===== src/fp_add_pkg.sv =====
// ----------------------------
// Single-precision adder package
// Holds the float word layout, the field widths and the special
// constants shared by every pipeline stage of the adder
// ----------------------------

package fp_add_pkg;

    // ----------------------------
    // Field widths
    // ----------------------------

    // Biased exponent and stored fraction of an IEEE binary32 word
    localparam int EXP_W  = 8;
    localparam int FRAC_W = 23;

    // Fraction with the hidden bit in front
    localparam int SIG_W  = FRAC_W + 1;

    // Alignment field, aligned addend on top and shifted-out bits below
    localparam int EXT_W  = 2 * SIG_W;

    // Enough bits to count up to SIG_W leading zeros
    localparam int LZC_W  = 5;

    // ----------------------------
    // Special values
    // ----------------------------

    localparam logic [EXP_W-1:0] EXP_MAX_NORMAL = 8'd254;
    localparam logic [EXP_W-1:0] EXP_MIN_NORMAL = 8'd1;

    // Quiet NaN returned for every invalid operation
    localparam logic [EXP_W+FRAC_W:0] CANONICAL_NAN = 32'h7fc00000;

    // A float word is read either field by field or as one raw vector
    typedef union packed {
        logic [EXP_W+FRAC_W:0] raw;
        struct packed {
            logic              sign;
            logic [EXP_W-1:0]  exponent;
            logic [FRAC_W-1:0] fraction;
        } fields;
    } fp32_word_t;

endpackage


===== src/fp_adder.sv =====
// ----------------------------
// Pipelined single-precision adder
// Four stages, one operand pair per enabled clock, result truncated
// ----------------------------

`timescale 1ns/1ps

module fp_adder
    import fp_add_pkg::*;
(
    input  logic       clk_i,
    input  logic       rst_n_i,
    input  logic       clk_en_i,
    input  logic       valid_i,
    input  fp32_word_t operand_a_i,
    input  fp32_word_t operand_b_i,
    input  logic       subtract_i,
    output logic       valid_o,
    output fp32_word_t result_o,
    output logic       invalid_o,
    output logic       overflow_o,
    output logic       underflow_o,
    output logic       inexact_o
);

    // Stage 0 outputs
    fp32_word_t        s0_major;
    logic              s0_minor_sign;
    logic              s0_minor_hidden;
    logic [FRAC_W-1:0] s0_minor_frac;
    logic [EXP_W-1:0]  s0_exp_diff;
    logic              s0_invalid;

    // Stage 1 outputs
    fp32_word_t       s1_major;
    logic             s1_minor_sign;
    logic [SIG_W-1:0] s1_minor_aligned;
    logic [SIG_W-1:0] s1_minor_low;
    logic             s1_invalid;

    // Stage 2 outputs
    fp32_word_t       s2_partial;
    logic             s2_hidden;
    logic             s2_carry;
    logic [SIG_W-1:0] s2_minor_low;
    logic             s2_invalid;

    // One bit per stage, so valid lines up with the result
    logic [3:0] valid_q;

    fp_operand_compare u_compare (
        .clk_i          (clk_i),
        .clk_en_i       (clk_en_i),
        .operand_a_i    (operand_a_i),
        .operand_b_i    (operand_b_i),
        .subtract_i     (subtract_i),
        .major_o        (s0_major),
        .minor_sign_o   (s0_minor_sign),
        .minor_hidden_o (s0_minor_hidden),
        .minor_frac_o   (s0_minor_frac),
        .exp_diff_o     (s0_exp_diff),
        .invalid_o      (s0_invalid)
    );

    fp_significand_align u_align (
        .clk_i           (clk_i),
        .clk_en_i        (clk_en_i),
        .major_i         (s0_major),
        .minor_sign_i    (s0_minor_sign),
        .minor_hidden_i  (s0_minor_hidden),
        .minor_frac_i    (s0_minor_frac),
        .exp_diff_i      (s0_exp_diff),
        .invalid_i       (s0_invalid),
        .major_o         (s1_major),
        .minor_sign_o    (s1_minor_sign),
        .minor_aligned_o (s1_minor_aligned),
        .minor_low_o     (s1_minor_low),
        .invalid_o       (s1_invalid)
    );

    fp_significand_add u_add (
        .clk_i           (clk_i),
        .clk_en_i        (clk_en_i),
        .major_i         (s1_major),
        .minor_sign_i    (s1_minor_sign),
        .minor_aligned_i (s1_minor_aligned),
        .minor_low_i     (s1_minor_low),
        .invalid_i       (s1_invalid),
        .partial_o       (s2_partial),
        .hidden_o        (s2_hidden),
        .carry_o         (s2_carry),
        .minor_low_o     (s2_minor_low),
        .invalid_o       (s2_invalid)
    );

    fp_normalize u_normalize (
        .clk_i       (clk_i),
        .clk_en_i    (clk_en_i),
        .partial_i   (s2_partial),
        .hidden_i    (s2_hidden),
        .carry_i     (s2_carry),
        .minor_low_i (s2_minor_low),
        .invalid_i   (s2_invalid),
        .result_o    (result_o),
        .invalid_o   (invalid_o),
        .overflow_o  (overflow_o),
        .underflow_o (underflow_o),
        .inexact_o   (inexact_o)
    );

    // Valid advances with the data and freezes with it during a stall
    always_ff @(posedge clk_i) begin
        if (!rst_n_i) begin
            valid_q <= '0;
        end else if (clk_en_i) begin
            valid_q <= {valid_q[2:0], valid_i};
        end
    end

    assign valid_o = valid_q[3];

endmodule


===== src/fp_leading_zero_count.sv =====
// ----------------------------
// Leading-zero counter
// Counts zeros above the first set bit of a significand
// ----------------------------

`timescale 1ns/1ps

module fp_leading_zero_count
    import fp_add_pkg::*;
(
    input  logic [SIG_W-1:0] significand_i,
    output logic [LZC_W-1:0] zeros_o
);

    logic [LZC_W-1:0] count;

    // Scan upwards so the highest set bit has the last word
    always_comb begin
        count = LZC_W'(SIG_W);
        for (int i = 0; i < SIG_W; i++) begin
            if (significand_i[i]) begin
                count = LZC_W'(SIG_W - 1 - i);
            end
        end
    end

    // An all-zero input reports SIG_W
    assign zeros_o = count;

endmodule


===== src/fp_normalize.sv =====
// ----------------------------
// Adder stage 3, normalization
// Brings the sum back to a normalized word, raises the flags and
// replaces invalid results with the canonical quiet NaN
// ----------------------------

`timescale 1ns/1ps

module fp_normalize
    import fp_add_pkg::*;
(
    input  logic             clk_i,
    input  logic             clk_en_i,
    input  fp32_word_t       partial_i,
    input  logic             hidden_i,
    input  logic             carry_i,
    input  logic [SIG_W-1:0] minor_low_i,
    input  logic             invalid_i,
    output fp32_word_t       result_o,
    output logic             invalid_o,
    output logic             overflow_o,
    output logic             underflow_o,
    output logic             inexact_o
);

    logic [SIG_W-1:0] sig;
    logic [LZC_W-1:0] lead_zeros;

    // Extra top bit marks an exponent that went below zero
    logic [EXP_W:0]   exp_after_shift;
    logic [EXP_W-1:0] clamp_shift;
    logic [EXT_W-1:0] ext_shifted;

    fp32_word_t norm;
    logic       overflow;
    logic       underflow;
    logic       guard_bit;
    logic       round_bit;
    logic       sticky_bit;

    fp32_word_t result_q;
    logic       invalid_q;

    assign sig = {hidden_i, partial_i.fields.fraction};

    fp_leading_zero_count u_lzc (
        .significand_i (sig),
        .zeros_o       (lead_zeros)
    );

    assign exp_after_shift = {1'b0, partial_i.fields.exponent}
                           - {{(EXP_W + 1 - LZC_W){1'b0}}, lead_zeros};

    // Largest left shift that still stops at the smallest normal exponent
    assign clamp_shift = (partial_i.fields.exponent == '0) ? '0
                       : partial_i.fields.exponent - EXP_MIN_NORMAL;

    // ----------------------------
    // Normalization
    // ----------------------------

    always_comb begin
        norm        = partial_i;
        ext_shifted = {sig, minor_low_i};
        overflow    = 1'b0;
        underflow   = 1'b0;
        // Without a shift the rounding bits come straight from the lost bits
        guard_bit   = minor_low_i[SIG_W-1];
        round_bit   = minor_low_i[SIG_W-2];
        sticky_bit  = |minor_low_i[SIG_W-3:0];
        if (carry_i) begin
            // The carry becomes the new hidden bit, the old LSB drops out
            norm.fields.fraction = sig[SIG_W-1:1];
            guard_bit  = sig[0];
            round_bit  = minor_low_i[SIG_W-1];
            sticky_bit = |minor_low_i[SIG_W-2:0];
            if (partial_i.fields.exponent == EXP_MAX_NORMAL) begin
                overflow = 1'b1;
            end else if (partial_i.fields.exponent == '1) begin
                // Infinity plus infinity of the same sign stays infinity
                norm.fields.fraction = '0;
            end else begin
                norm.fields.exponent = partial_i.fields.exponent + 1'b1;
            end
        end else if (sig == '0) begin
            // Full cancellation gives positive zero
            norm.raw = '0;
        end else if (lead_zeros != '0) begin
            if (exp_after_shift[EXP_W] || (exp_after_shift == '0)) begin
                norm.fields.exponent = EXP_MIN_NORMAL;
                ext_shifted = {sig, minor_low_i} << clamp_shift;
                underflow   = 1'b1;
            end else begin
                norm.fields.exponent = exp_after_shift[EXP_W-1:0];
                ext_shifted = {sig, minor_low_i} << lead_zeros;
            end
            // Low bits move up into the fraction with the shift
            norm.fields.fraction = ext_shifted[EXT_W-2:SIG_W];
            guard_bit  = ext_shifted[SIG_W-1];
            round_bit  = ext_shifted[SIG_W-2];
            sticky_bit = |ext_shifted[SIG_W-3:0];
        end
    end

    always_ff @(posedge clk_i) begin
        if (clk_en_i) begin
            result_q    <= norm;
            invalid_q   <= invalid_i;
            overflow_o  <= overflow;
            underflow_o <= underflow;
            // Truncation, so any nonzero dropped bit means the result is inexact
            inexact_o   <= guard_bit | round_bit | sticky_bit;
        end
    end

    assign invalid_o    = invalid_q;
    assign result_o.raw = invalid_q ? CANONICAL_NAN : result_q.raw;

endmodule


===== src/fp_operand_compare.sv =====
// ----------------------------
// Adder stage 0, operand compare
// Flags specials, applies the subtract sign flip, orders the operands
// by magnitude and forms the exponent distance between them
// ----------------------------

`timescale 1ns/1ps

module fp_operand_compare
    import fp_add_pkg::*;
(
    input  logic              clk_i,
    input  logic              clk_en_i,
    input  fp32_word_t        operand_a_i,
    input  fp32_word_t        operand_b_i,
    input  logic              subtract_i,
    output fp32_word_t        major_o,
    output logic              minor_sign_o,
    output logic              minor_hidden_o,
    output logic [FRAC_W-1:0] minor_frac_o,
    output logic [EXP_W-1:0]  exp_diff_o,
    output logic              invalid_o
);

    // Operand B after the subtract sign flip
    fp32_word_t operand_b;

    logic a_is_inf;
    logic b_is_inf;
    logic a_is_nan;
    logic b_is_nan;

    // Subnormals sit at the same scale as exponent 1
    logic [EXP_W-1:0] a_exp_eff;
    logic [EXP_W-1:0] b_exp_eff;

    // One extra bit so the MSB tells which exponent is larger
    logic [EXP_W:0]   exp_delta;
    logic [EXP_W-1:0] exp_delta_abs;

    fp32_word_t major;
    fp32_word_t minor;
    logic       invalid;

    always_comb begin
        operand_b = operand_b_i;
        operand_b.fields.sign = operand_b_i.fields.sign ^ subtract_i;
    end

    // ----------------------------
    // Special operand detection
    // ----------------------------

    // Infinity is the all-ones exponent with a zero fraction, sign ignored
    assign a_is_inf = operand_a_i.raw[EXP_W+FRAC_W-1:0] == {{EXP_W{1'b1}}, {FRAC_W{1'b0}}};
    assign b_is_inf = operand_b_i.raw[EXP_W+FRAC_W-1:0] == {{EXP_W{1'b1}}, {FRAC_W{1'b0}}};

    assign a_is_nan = (operand_a_i.fields.exponent == '1) && (operand_a_i.fields.fraction != '0);
    assign b_is_nan = (operand_b_i.fields.exponent == '1) && (operand_b_i.fields.fraction != '0);

    // Infinities of opposite effective sign cancel to nothing meaningful
    assign invalid = a_is_nan || b_is_nan
                   || (a_is_inf && b_is_inf && (operand_a_i.fields.sign ^ operand_b.fields.sign));

    // ----------------------------
    // Exponent compare and swap
    // ----------------------------

    assign a_exp_eff = (operand_a_i.fields.exponent == '0) ? EXP_MIN_NORMAL
                                                           : operand_a_i.fields.exponent;
    assign b_exp_eff = (operand_b_i.fields.exponent == '0) ? EXP_MIN_NORMAL
                                                           : operand_b_i.fields.exponent;

    assign exp_delta = {1'b0, a_exp_eff} - {1'b0, b_exp_eff};

    // When B is larger the reversed difference cannot wrap
    assign exp_delta_abs = exp_delta[EXP_W] ? (b_exp_eff - a_exp_eff) : exp_delta[EXP_W-1:0];

    always_comb begin
        if (exp_delta[EXP_W]) begin
            major = operand_b;
            minor = operand_a_i;
        end else if ((exp_delta == '0)
                     && (operand_a_i.raw[EXP_W+FRAC_W-1:0] < operand_b.raw[EXP_W+FRAC_W-1:0])) begin
            // Same scale, so exponent and fraction together decide, hidden bit included
            major = operand_b;
            minor = operand_a_i;
        end else begin
            major = operand_a_i;
            minor = operand_b;
        end
    end

    always_ff @(posedge clk_i) begin
        if (clk_en_i) begin
            major_o        <= major;
            minor_sign_o   <= minor.fields.sign;
            minor_hidden_o <= minor.fields.exponent != '0;
            minor_frac_o   <= minor.fields.fraction;
            exp_diff_o     <= exp_delta_abs;
            invalid_o      <= invalid;
        end
    end

endmodule


===== src/fp_significand_add.sv =====
// ----------------------------
// Adder stage 2, significand add
// Adds the signed significands and keeps the magnitude of the sum
// ----------------------------

`timescale 1ns/1ps

module fp_significand_add
    import fp_add_pkg::*;
(
    input  logic             clk_i,
    input  logic             clk_en_i,
    input  fp32_word_t       major_i,
    input  logic             minor_sign_i,
    input  logic [SIG_W-1:0] minor_aligned_i,
    input  logic [SIG_W-1:0] minor_low_i,
    input  logic             invalid_i,
    output fp32_word_t       partial_o,
    output logic             hidden_o,
    output logic             carry_o,
    output logic [SIG_W-1:0] minor_low_o,
    output logic             invalid_o
);

    logic major_hidden;

    // One extra bit on top for the carry of an effective addition
    logic [SIG_W:0] major_term;
    logic [SIG_W:0] minor_term;
    logic [SIG_W:0] sum;
    logic           negate_sum;

    logic [SIG_W-1:0] sum_mag;
    logic             same_sign;

    assign major_hidden = major_i.fields.exponent != '0;
    assign same_sign    = major_i.fields.sign == minor_sign_i;

    // The major operand is never smaller, so only the sign pattern matters
    always_comb begin
        major_term = {1'b0, major_hidden, major_i.fields.fraction};
        minor_term = {1'b0, minor_aligned_i};
        negate_sum = 1'b0;
        case ({major_i.fields.sign, minor_sign_i})
            2'b01: begin
                minor_term = -{1'b0, minor_aligned_i};
            end
            2'b10: begin
                // Sum comes out negative and is flipped back below
                major_term = -{1'b0, major_hidden, major_i.fields.fraction};
                negate_sum = 1'b1;
            end
            default: begin
                negate_sum = 1'b0;
            end
        endcase
    end

    assign sum     = major_term + minor_term;
    assign sum_mag = negate_sum ? -sum[SIG_W-1:0] : sum[SIG_W-1:0];

    always_ff @(posedge clk_i) begin
        if (clk_en_i) begin
            // Result keeps the sign and exponent of the major operand for now
            partial_o.fields.sign     <= major_i.fields.sign;
            partial_o.fields.exponent <= major_i.fields.exponent;
            partial_o.fields.fraction <= sum_mag[FRAC_W-1:0];
            hidden_o                  <= sum_mag[SIG_W-1];
            carry_o                   <= sum[SIG_W] & same_sign;
            minor_low_o               <= minor_low_i;
            invalid_o                 <= invalid_i;
        end
    end

endmodule


===== src/fp_significand_align.sv =====
// ----------------------------
// Adder stage 1, significand align
// Shifts the minor significand down to the scale of the major one
// ----------------------------

`timescale 1ns/1ps

module fp_significand_align
    import fp_add_pkg::*;
(
    input  logic              clk_i,
    input  logic              clk_en_i,
    input  fp32_word_t        major_i,
    input  logic              minor_sign_i,
    input  logic              minor_hidden_i,
    input  logic [FRAC_W-1:0] minor_frac_i,
    input  logic [EXP_W-1:0]  exp_diff_i,
    input  logic              invalid_i,
    output fp32_word_t        major_o,
    output logic              minor_sign_o,
    output logic [SIG_W-1:0]  minor_aligned_o,
    output logic [SIG_W-1:0]  minor_low_o,
    output logic              invalid_o
);

    // Upper half is the addend, lower half keeps the bits that fell off
    logic [EXT_W-1:0] minor_ext;

    // Past the whole field nothing of the minor operand survives
    assign minor_ext = (exp_diff_i >= EXT_W) ? '0
                     : ({minor_hidden_i, minor_frac_i, {SIG_W{1'b0}}} >> exp_diff_i);

    always_ff @(posedge clk_i) begin
        if (clk_en_i) begin
            major_o         <= major_i;
            minor_sign_o    <= minor_sign_i;
            minor_aligned_o <= minor_ext[EXT_W-1:SIG_W];
            minor_low_o     <= minor_ext[SIG_W-1:0];
            invalid_o       <= invalid_i;
        end
    end

endmodule


===== config.mk =====
export PLATFORM = sky130hd
export DESIGN_NAME = fp_adder
export DESIGN_NICKNAME = d
export VERILOG_FILES = /design/src/fp_add_pkg.sv /design/src/fp_adder.sv /design/src/fp_leading_zero_count.sv /design/src/fp_normalize.sv /design/src/fp_operand_compare.sv /design/src/fp_significand_add.sv /design/src/fp_significand_align.sv
export SDC_FILE = /design/constraint.sdc
export NUM_CORES = 1
export LEC_CHECK = 0
export ABC_AREA = 1
export BUFFER_PORTS_ARGS = -buffer_cell sky130_fd_sc_hd__buf_2
export CORE_MARGIN = 2
export CORE_UTILIZATION = 57
export DETAILED_ROUTE_END_ITERATION = 16
export PLACE_DENSITY = 0.89
export SYNTH_ARGS = -nofsm -noshare
export SYNTH_HDL_FRONTEND = slang
export SYNTH_SLANG_ARGS = --single-unit
export TNS_END_PERCENT = 20

===== constraint.sdc =====
create_clock -name clk_i -period 4.5 [get_ports clk_i]
set_clock_uncertainty 0.2 [all_clocks]
set_input_delay 0.225 -clock clk_i [delete_from_list [all_inputs] [get_ports clk_i]]
set_output_delay 0.225 -clock clk_i [all_outputs]
set_load 0.03 [all_outputs]

Yosys cells after proc, flatten, opt, wreduce, memory -nomap -nowiden
Index checks and enable logic that the tools add are counted.

Bits in registers: 247. Bits in latches: 0. Memory bits (writable): 0. Bits in read-only memories: 0. Output and inout port bits: 37. Memories kept: 0.

Add/subtract/negate cells: 9. $mul: 0. Div/mod/pow operators: 0. Order comparisons: 2. Equality and inequality tests: 9. Shift-type cells: 3. Muxes and demuxes: 61. Bitwise operators: 6. Reduce and logical (&&, ||, !) cells: 23.

Operator list (count): $mux W47 (4); $mux W32 (5); $mux W31 (4); $mux W5 (23); $eq A31 B31 Y1 const B (2); $mux W25 (2); $neg A24 Y25 (2); $mux W8 (6); $shl A48 B5 Y47 (1); $shl A48 B8 Y47 (1); $shr A48 B8 Y48 (1); $reduce_bool A23 Y1 (2); $reduce_or A22 Y1 (2); $eq A8 B8 Y1 const B (4); $lt A31 B31 Y1 (1); $add A25 B25 Y25 (1); $logic_not A24 Y1 (1); $logic_not A8 Y1 (3); $mux W24 (1); $neg A24 Y24 (1); $mux W23 (1); $reduce_or A23 Y1 (1); $logic_not A9 Y1 (2); $reduce_bool A8 Y1 (2); other kinds (19) (40).

Depth between registers and ports, before layout
Word-level depth: 36. Mapped depth: 53.

By module
Synthesis repeated with hierarchy kept, for this count alone.

Cells, all modules: 3010. Area, all modules: 21481.9 µm².

Modules (own cells, without submodules): fp_normalize (times used 1, cells each 1082, area an instance 5929.4 µm², sequential area each 1081.0 µm²); fp_significand_add (times used 1, cells each 736, area an instance 5276.3 µm², sequential area each 1771.7 µm²); fp_significand_align (times used 1, cells each 503, area an instance 5066.1 µm², sequential area each 2462.4 µm²); fp_operand_compare (times used 1, cells each 590, area an instance 4729.5 µm², sequential area each 1981.9 µm²); fp_leading_zero_count (times used 1, cells each 74, area an instance 314.1 µm², sequential area each 0.0 µm²); fp_adder (times used 1, cells each 25, area an instance 166.4 µm², sequential area each 80.1 µm²).

Worst setup path after synthesis
Ideal clock, no wire load.

Path kind: reg-to-reg. From: register u_add.partial_o[0] (netlist name). To: register u_normalize.inexact_o (data pin). Arrival: 4294 ps. Required time: 4048 ps. Setup slack: -246 ps. Cell stages (with the launch flop): 53. Path buffers: 2. Clock period less this slack: 4746 ps. Cells stage by stage: edfxtp_1 -> nand2_1 -> nand2_1 -> nand2_1 -> nand2_1 -> nand2_1 -> nand2_1 -> nand2_1 -> nand2_1 -> nand2_1 -> nand2_1 -> nand2_1 -> nand2_1 -> nand2_1 -> nand2_1 -> nand2_1 -> nand2_1 -> nand2_1 -> [17 not listed] -> nor2_4 -> inv_2 -> o22ai_4 -> inv_2 -> buf_2 -> buf_6 -> nand2_1 -> nand2_1 -> nand2_1 -> nand3_1 -> nand2_1 -> nand2_1 -> nor2_1 -> nor2_1 -> nor2_1 -> nand2_1 -> nand2_1 -> nand2_1.

Cells in the longest elaborated chain, start to end: 36.

RTL lines: from (decl) (RTL line fp_significand_add.sv:18) `output fp32_word_t partial_o,`; $mux W4 (RTL line fp_leading_zero_count.sv:21) `if (significand_i[i]) begin`; $mux W5 (23 in a row) (RTL line fp_leading_zero_count.sv:21); $sub A8 B5 Y9 (RTL line fp_normalize.sv:52) `- {{(EXP_W + 1 - LZC_W){1'b0}}, lead_zeros};`; $logic_not A9 Y1 (RTL line fp_normalize.sv:89) `if (exp_after_shift[EXP_W] || (exp_after_shift == '0)) begin`; $logic_or A1 B1 Y1 (RTL line fp_normalize.sv:89); $mux W47 (RTL line fp_normalize.sv:89); $mux W47 (RTL line fp_normalize.sv:88) `end else if (lead_zeros != '0) begin`; $mux W47 (RTL line fp_normalize.sv:85) `end else if (sig == '0) begin`; $mux W47 (RTL line fp_normalize.sv:71) `if (carry_i) begin`; $reduce_or A22 Y1 or $mux W1 (tied branches) (RTL line fp_normalize.sv:101, fp_normalize.sv:88); $mux W1, on equally long branches (RTL line fp_normalize.sv:88, fp_normalize.sv:85); $mux W1, on equally long branches (RTL line fp_normalize.sv:85, fp_normalize.sv:71); $mux W1 or $or A1 B1 Y1 (tied branches) (RTL line fp_normalize.sv:71, fp_normalize.sv:112); $or A1 B1 Y1 * (RTL line fp_normalize.sv:112) `inexact_o <= guard_bit | round_bit | sticky_bit;`; to (signal assigned) (RTL line fp_normalize.sv:112); to (decl) (RTL line fp_normalize.sv:23) `output logic inexact_o`.

Every way passes the cells marked *; elsewhere a longest branch is shown, timed or not. The select of a mux whose other input is x is not followed. A chain may end at the register's enable or synchronous reset.

==> flow_metrics.env <==
export IMPL_synth_cells=2589
export IMPL_area_growth_pct=29.4
export IMPL_grt_pass1_vias=19300
export IMPL_yosys_area_top_type_share_pct=38.2
export IMPL_synth_compound_area_share_pct=12.3
export IMPL_finalCritPeriodShare_pct=119
export IMPL_fin_crit_ps=5350
export IMPL_initial_core_util_pct=57.4
export IMPL_ys_top_cells_by_area="edfxtp_1 (38%), nand2_1 (13%), nand3_1 (7.6%)"
export IMPL_synth_ff_type="edfxtp_1"
export IMPL_nFillCells=2301
export IMPL_p_leak_nw=11.1
export IMPL_cp_startpoint="u_add.partial_o[1]$_DFFE_PP_"
export IMPL_clock_fmax_mhz=187
export IMPL_die_h_um=187
export IMPL_h_tree_depth=1
export IMPL_dp_cells=3224
export IMPL_setup_slack_ps=-851
export IMPL_crit_top_cell="nand2_1"
export IMPL_syn_area_sq_um=19100
export IMPL_finalWeightedCongestion=1.03
export IMPL_worstPathMaxFanout=8
export IMPL_maxCapViolations=0
export IMPL_cts_buffer_depth=3
export IMPL_synth_area_leader_cell="edfxtp_1"
export IMPL_numCtsBuffers=25
export IMPL_final_nets=3068
export IMPL_drc=0
export IMPL_fin_area_sq_um=24700
export IMPL_synth_edf_count=243
export IMPL_maxSlewViolCount=0
export IMPL_outcome="complete, but fails checks"
export IMPL_row_count=67
export IMPL_grt_max_degree=123
export IMPL_cp_data_arrival_time_ps=5460
export IMPL_ys_ff_latch=247
export IMPL_root_buffer="clkbuf_16"
export IMPL_grt_usage_pct=35.9
export IMPL_end_kind="register"
export IMPL_route_vias_total=20300
export IMPL_startpoint_type="register"
export IMPL_p_total_mw=12.2
export IMPL_synth_area_mux_share_pct=0.786
export IMPL_wire_per_inst_um=19.8
export IMPL_placed_area_sq_um=21500
export IMPL_violations="setup timing"
export IMPL_timing_hold_ws_ps=30.6
export IMPL_setup_violations=33
export IMPL_irDropWorstVdd_v=0.000333
export IMPL_r2r_setup_slack_ps=-850
export IMPL_rsz0062_at_grt="true"
export IMPL_finalHoldViolCount=0
export IMPL_synth_avg_cell_area_sq_um=7.38
export IMPL_pin_count=106
export IMPL_synth_adder_area_share_pct=5.92
export IMPL_drtIter0Drc=2059
export IMPL_cp_slowest_cell="edfxtp_1"
export IMPL_path_depth=53
export IMPL_hpwl_um=45000
export IMPL_synth_xor_area_share_pct=5.22
export IMPL_hp_class="in -> reg"
export IMPL_design_die_area_sq_um=35000
export IMPL_layout_cells_non_filler=3380
export IMPL_async_flop_share_pct=0
export IMPL_crit_buf_inv=6
export IMPL_crit_end="u_normalize.result_q[11]$_DFFE_PP_"
export IMPL_gr_total_overflow=0
export IMPL_rr_startpoint="u_add.partial_o[1]$_DFFE_PP_"
export IMPL_worst_pin_slew_ps=984
export IMPL_ant_nets=0
export IMPL_io_buffers=105
export IMPL_drt_total_wl_um=67000
export IMPL_synth_top_family_by_area="simple AND/OR/NAND/NOR gates"
export IMPL_path_class="reg -> reg"
export IMPL_yosysWarnings=0
export IMPL_cp_data_required_time_ps=4610
export IMPL_die_w_um=187
export IMPL_core_sq_um=33300
export IMPL_grt_pass1_wl_um=99500
export IMPL_r2r_end="u_normalize.result_q[11]$_DFFE_PP_"
export IMPL_clk_latency_ps=560
export IMPL_clkTransAtPathRegs_ps=60
export IMPL_cellPowerDensity_nw_per_um2=494
export IMPL_slew_headroom_pct=33.7
export IMPL_firstDrtPassIters=7
export IMPL_yosys_cell_types_count=55
export IMPL_syn_nets=2746
export IMPL_seq_area_frac_synth_pct=38.6
export IMPL_clock_sinks=247
export IMPL_synthSimpleGateAreaFrac_pct=28.6
export IMPL_via_per_inst=6.01
export IMPL_antenna_found_initial=3
export IMPL_cts_tree="yes"
export IMPL_cp_top_family="simple AND/OR/NAND/NOR gates"
export IMPL_r2r_cells=53
export IMPL_cpPeakStageDelay_ps=390
export IMPL_drive_gt1_share_pct=22.0
-- cell families (layout without fill, tap and decap cells) --
| kind of cell | count (synthesis) | count (layout) |
|---|---|---|
| AOI/OAI and AO/OA | 430 | 430 |
| xor gates and xnor gates | 114 | 114 |
| adders and majority gates | 88 | 88 |
| buffers and inverters | 417 | 757 |
| DFF | 247 | 247 |
| muxes | 15 | 15 |
| other | 0 | 3 |
| and+or+nand+nor | 1278 | 1278 |
-- how the worst min path moves through the flow --
stage,startpoint,slack (ps),to,cells past startpoint
4_1_cts,operand_a_i[28],1,u_compare.minor_hidden_o$_DFFE_PP_,5
2_1_floorplan,clk_en_i,140,u_add.carry_o$_DFFE_PP_,0
3_3_place_gp,u_align.minor_low_o[16]$_SDFFCE_PP0P_,200,u_add.minor_low_o[16]$_DFFE_PP_,0
3_5_place_dp,u_align.minor_low_o[23]$_SDFFCE_PP0P_,200,u_add.minor_low_o[23]$_DFFE_PP_,0
6_report,clk_en_i,30,u_compare.invalid_o$_DFFE_PP_,1
5_1_grt,operand_b_i[10],30,u_compare.minor_frac_o[10]$_DFFE_PP_,3
-- power by group --
group | total [mW] | switching, mW | internal, mW
Sequential | 3.21 | 0.219 | 3.00
Combinational | 6.90 | 4.22 | 2.68
Clock | 2.11 | 0.912 | 1.19
-- cells in the final DEF, fill, tap and decap left out, drive strengths merged, types with 4 or more instances in the layout --
| cell type | count |
|---|---|
| dlygate4sd3 | 79 |
| edfxtp | 243 |
| fa | 4 |
| dfxtp | 4 |
| xnor2 | 46 |
| o211ai | 20 |
| a31oi | 7 |
| nand4 | 23 |
| nor3b | 7 |
| or2 | 19 |
| nor4 | 24 |
| xor2 | 68 |
| nor2 | 219 |
| mux2i | 15 |
| ha | 84 |
| a21oi | 106 |
| clkbuf | 30 |
| nand3 | 290 |
| a211oi | 6 |
| nor3 | 49 |
| clkinv | 18 |
| nand3b | 4 |
| buf | 346 |
| inv | 277 |
| o21ai | 260 |
| nand2 | 641 |
| o22ai | 8 |
-- per-layer routing --
layer	wire length (um)	track usage (%)	up-vias
li1	-	-	9355
met1	24400	41.8	9361
met2	32000	62.4	1246
met3	5370	5.29	366
met4	5160	22.1	0
met5	0	0	-
-- stage by stage --
stage	setup slack [ps]	setup TNS (ps)	utilization, %
after floorplan	-168	-2270	-
after global placement	-861	-17940	64.6
after detailed placement	-851	-18430	64.6
after CTS	-767	-19200	71.4
after global routing	-1270	-32270	74.3
final	-851	-18670	74.3
-- sequential cells by signal, summed over array words and instances (netlist names), 4 cells and up --
name                     cells
u_align.minor_low_o         24
u_add.partial_o             32
u_align.major_o             32
u_compare.exp_diff_o         8
u_add.minor_low_o           24
u_compare.major_o           32
valid_q                      4
u_normalize.result_q        32
u_compare.minor_frac_o      23
u_align.minor_aligned_o     24
-- worst reg2reg max path, delay by kind of cell (launching register included) --
kind                     cells  cell delay [ps]
flip-flops                   1              390
AND/OR/NAND/NOR             43             3230
AO/OA/AOI/OAI                2              170
adder cells (fa/ha/maj)      2              410
buffers and inverters        6              700
-- what timing repair did --
| item | in CTS | in global routing |
|---|---|---|
| buffers inserted | 12 | 8 |
| pin swaps | 40 | 58 |
| endpoints found under the setup margin | 31 | 73 |
| hold buffers | 80 | 0 |
| hold endpoints to repair | 61 | 0 |
| gates cloned | 5 | 5 |
| resized for setup | 114 | 197 |
-- final cells by class --
type / instances / area, sq um / share of cell area, %
Antenna cell: 3 / 7.51 / 0.0304
Clock buffer: 25 / 626 / 2.53
Clock inverter: 20 / 189 / 0.764
Inverter: 280 / 1070 / 4.33
Multi-Input combinational cell: 1925 / 11200 / 45.3
Sequential cell: 247 / 7380 / 29.8
Tap cell: 448 / 561 / 2.27
Timing Repair Buffer: 432 / 3710 / 15.0
-- synthesized netlist by cell type (17+ instances only) --
master	n
ha_1	84
o21ai_1	21
edfxtp_1	243
xor2_1	68
nand4_1	23
nor3_1	48
inv_1	267
o211ai_1	20
nand3_1	289
or2_2	17
buf_2	19
o21ai_0	238
nor4_1	24
a21oi_1	104
nand2_1	639
clkbuf_1	95
nor2_1	218
xnor2_1	46
Note: power is estimated with default switching activity, not from simulation.
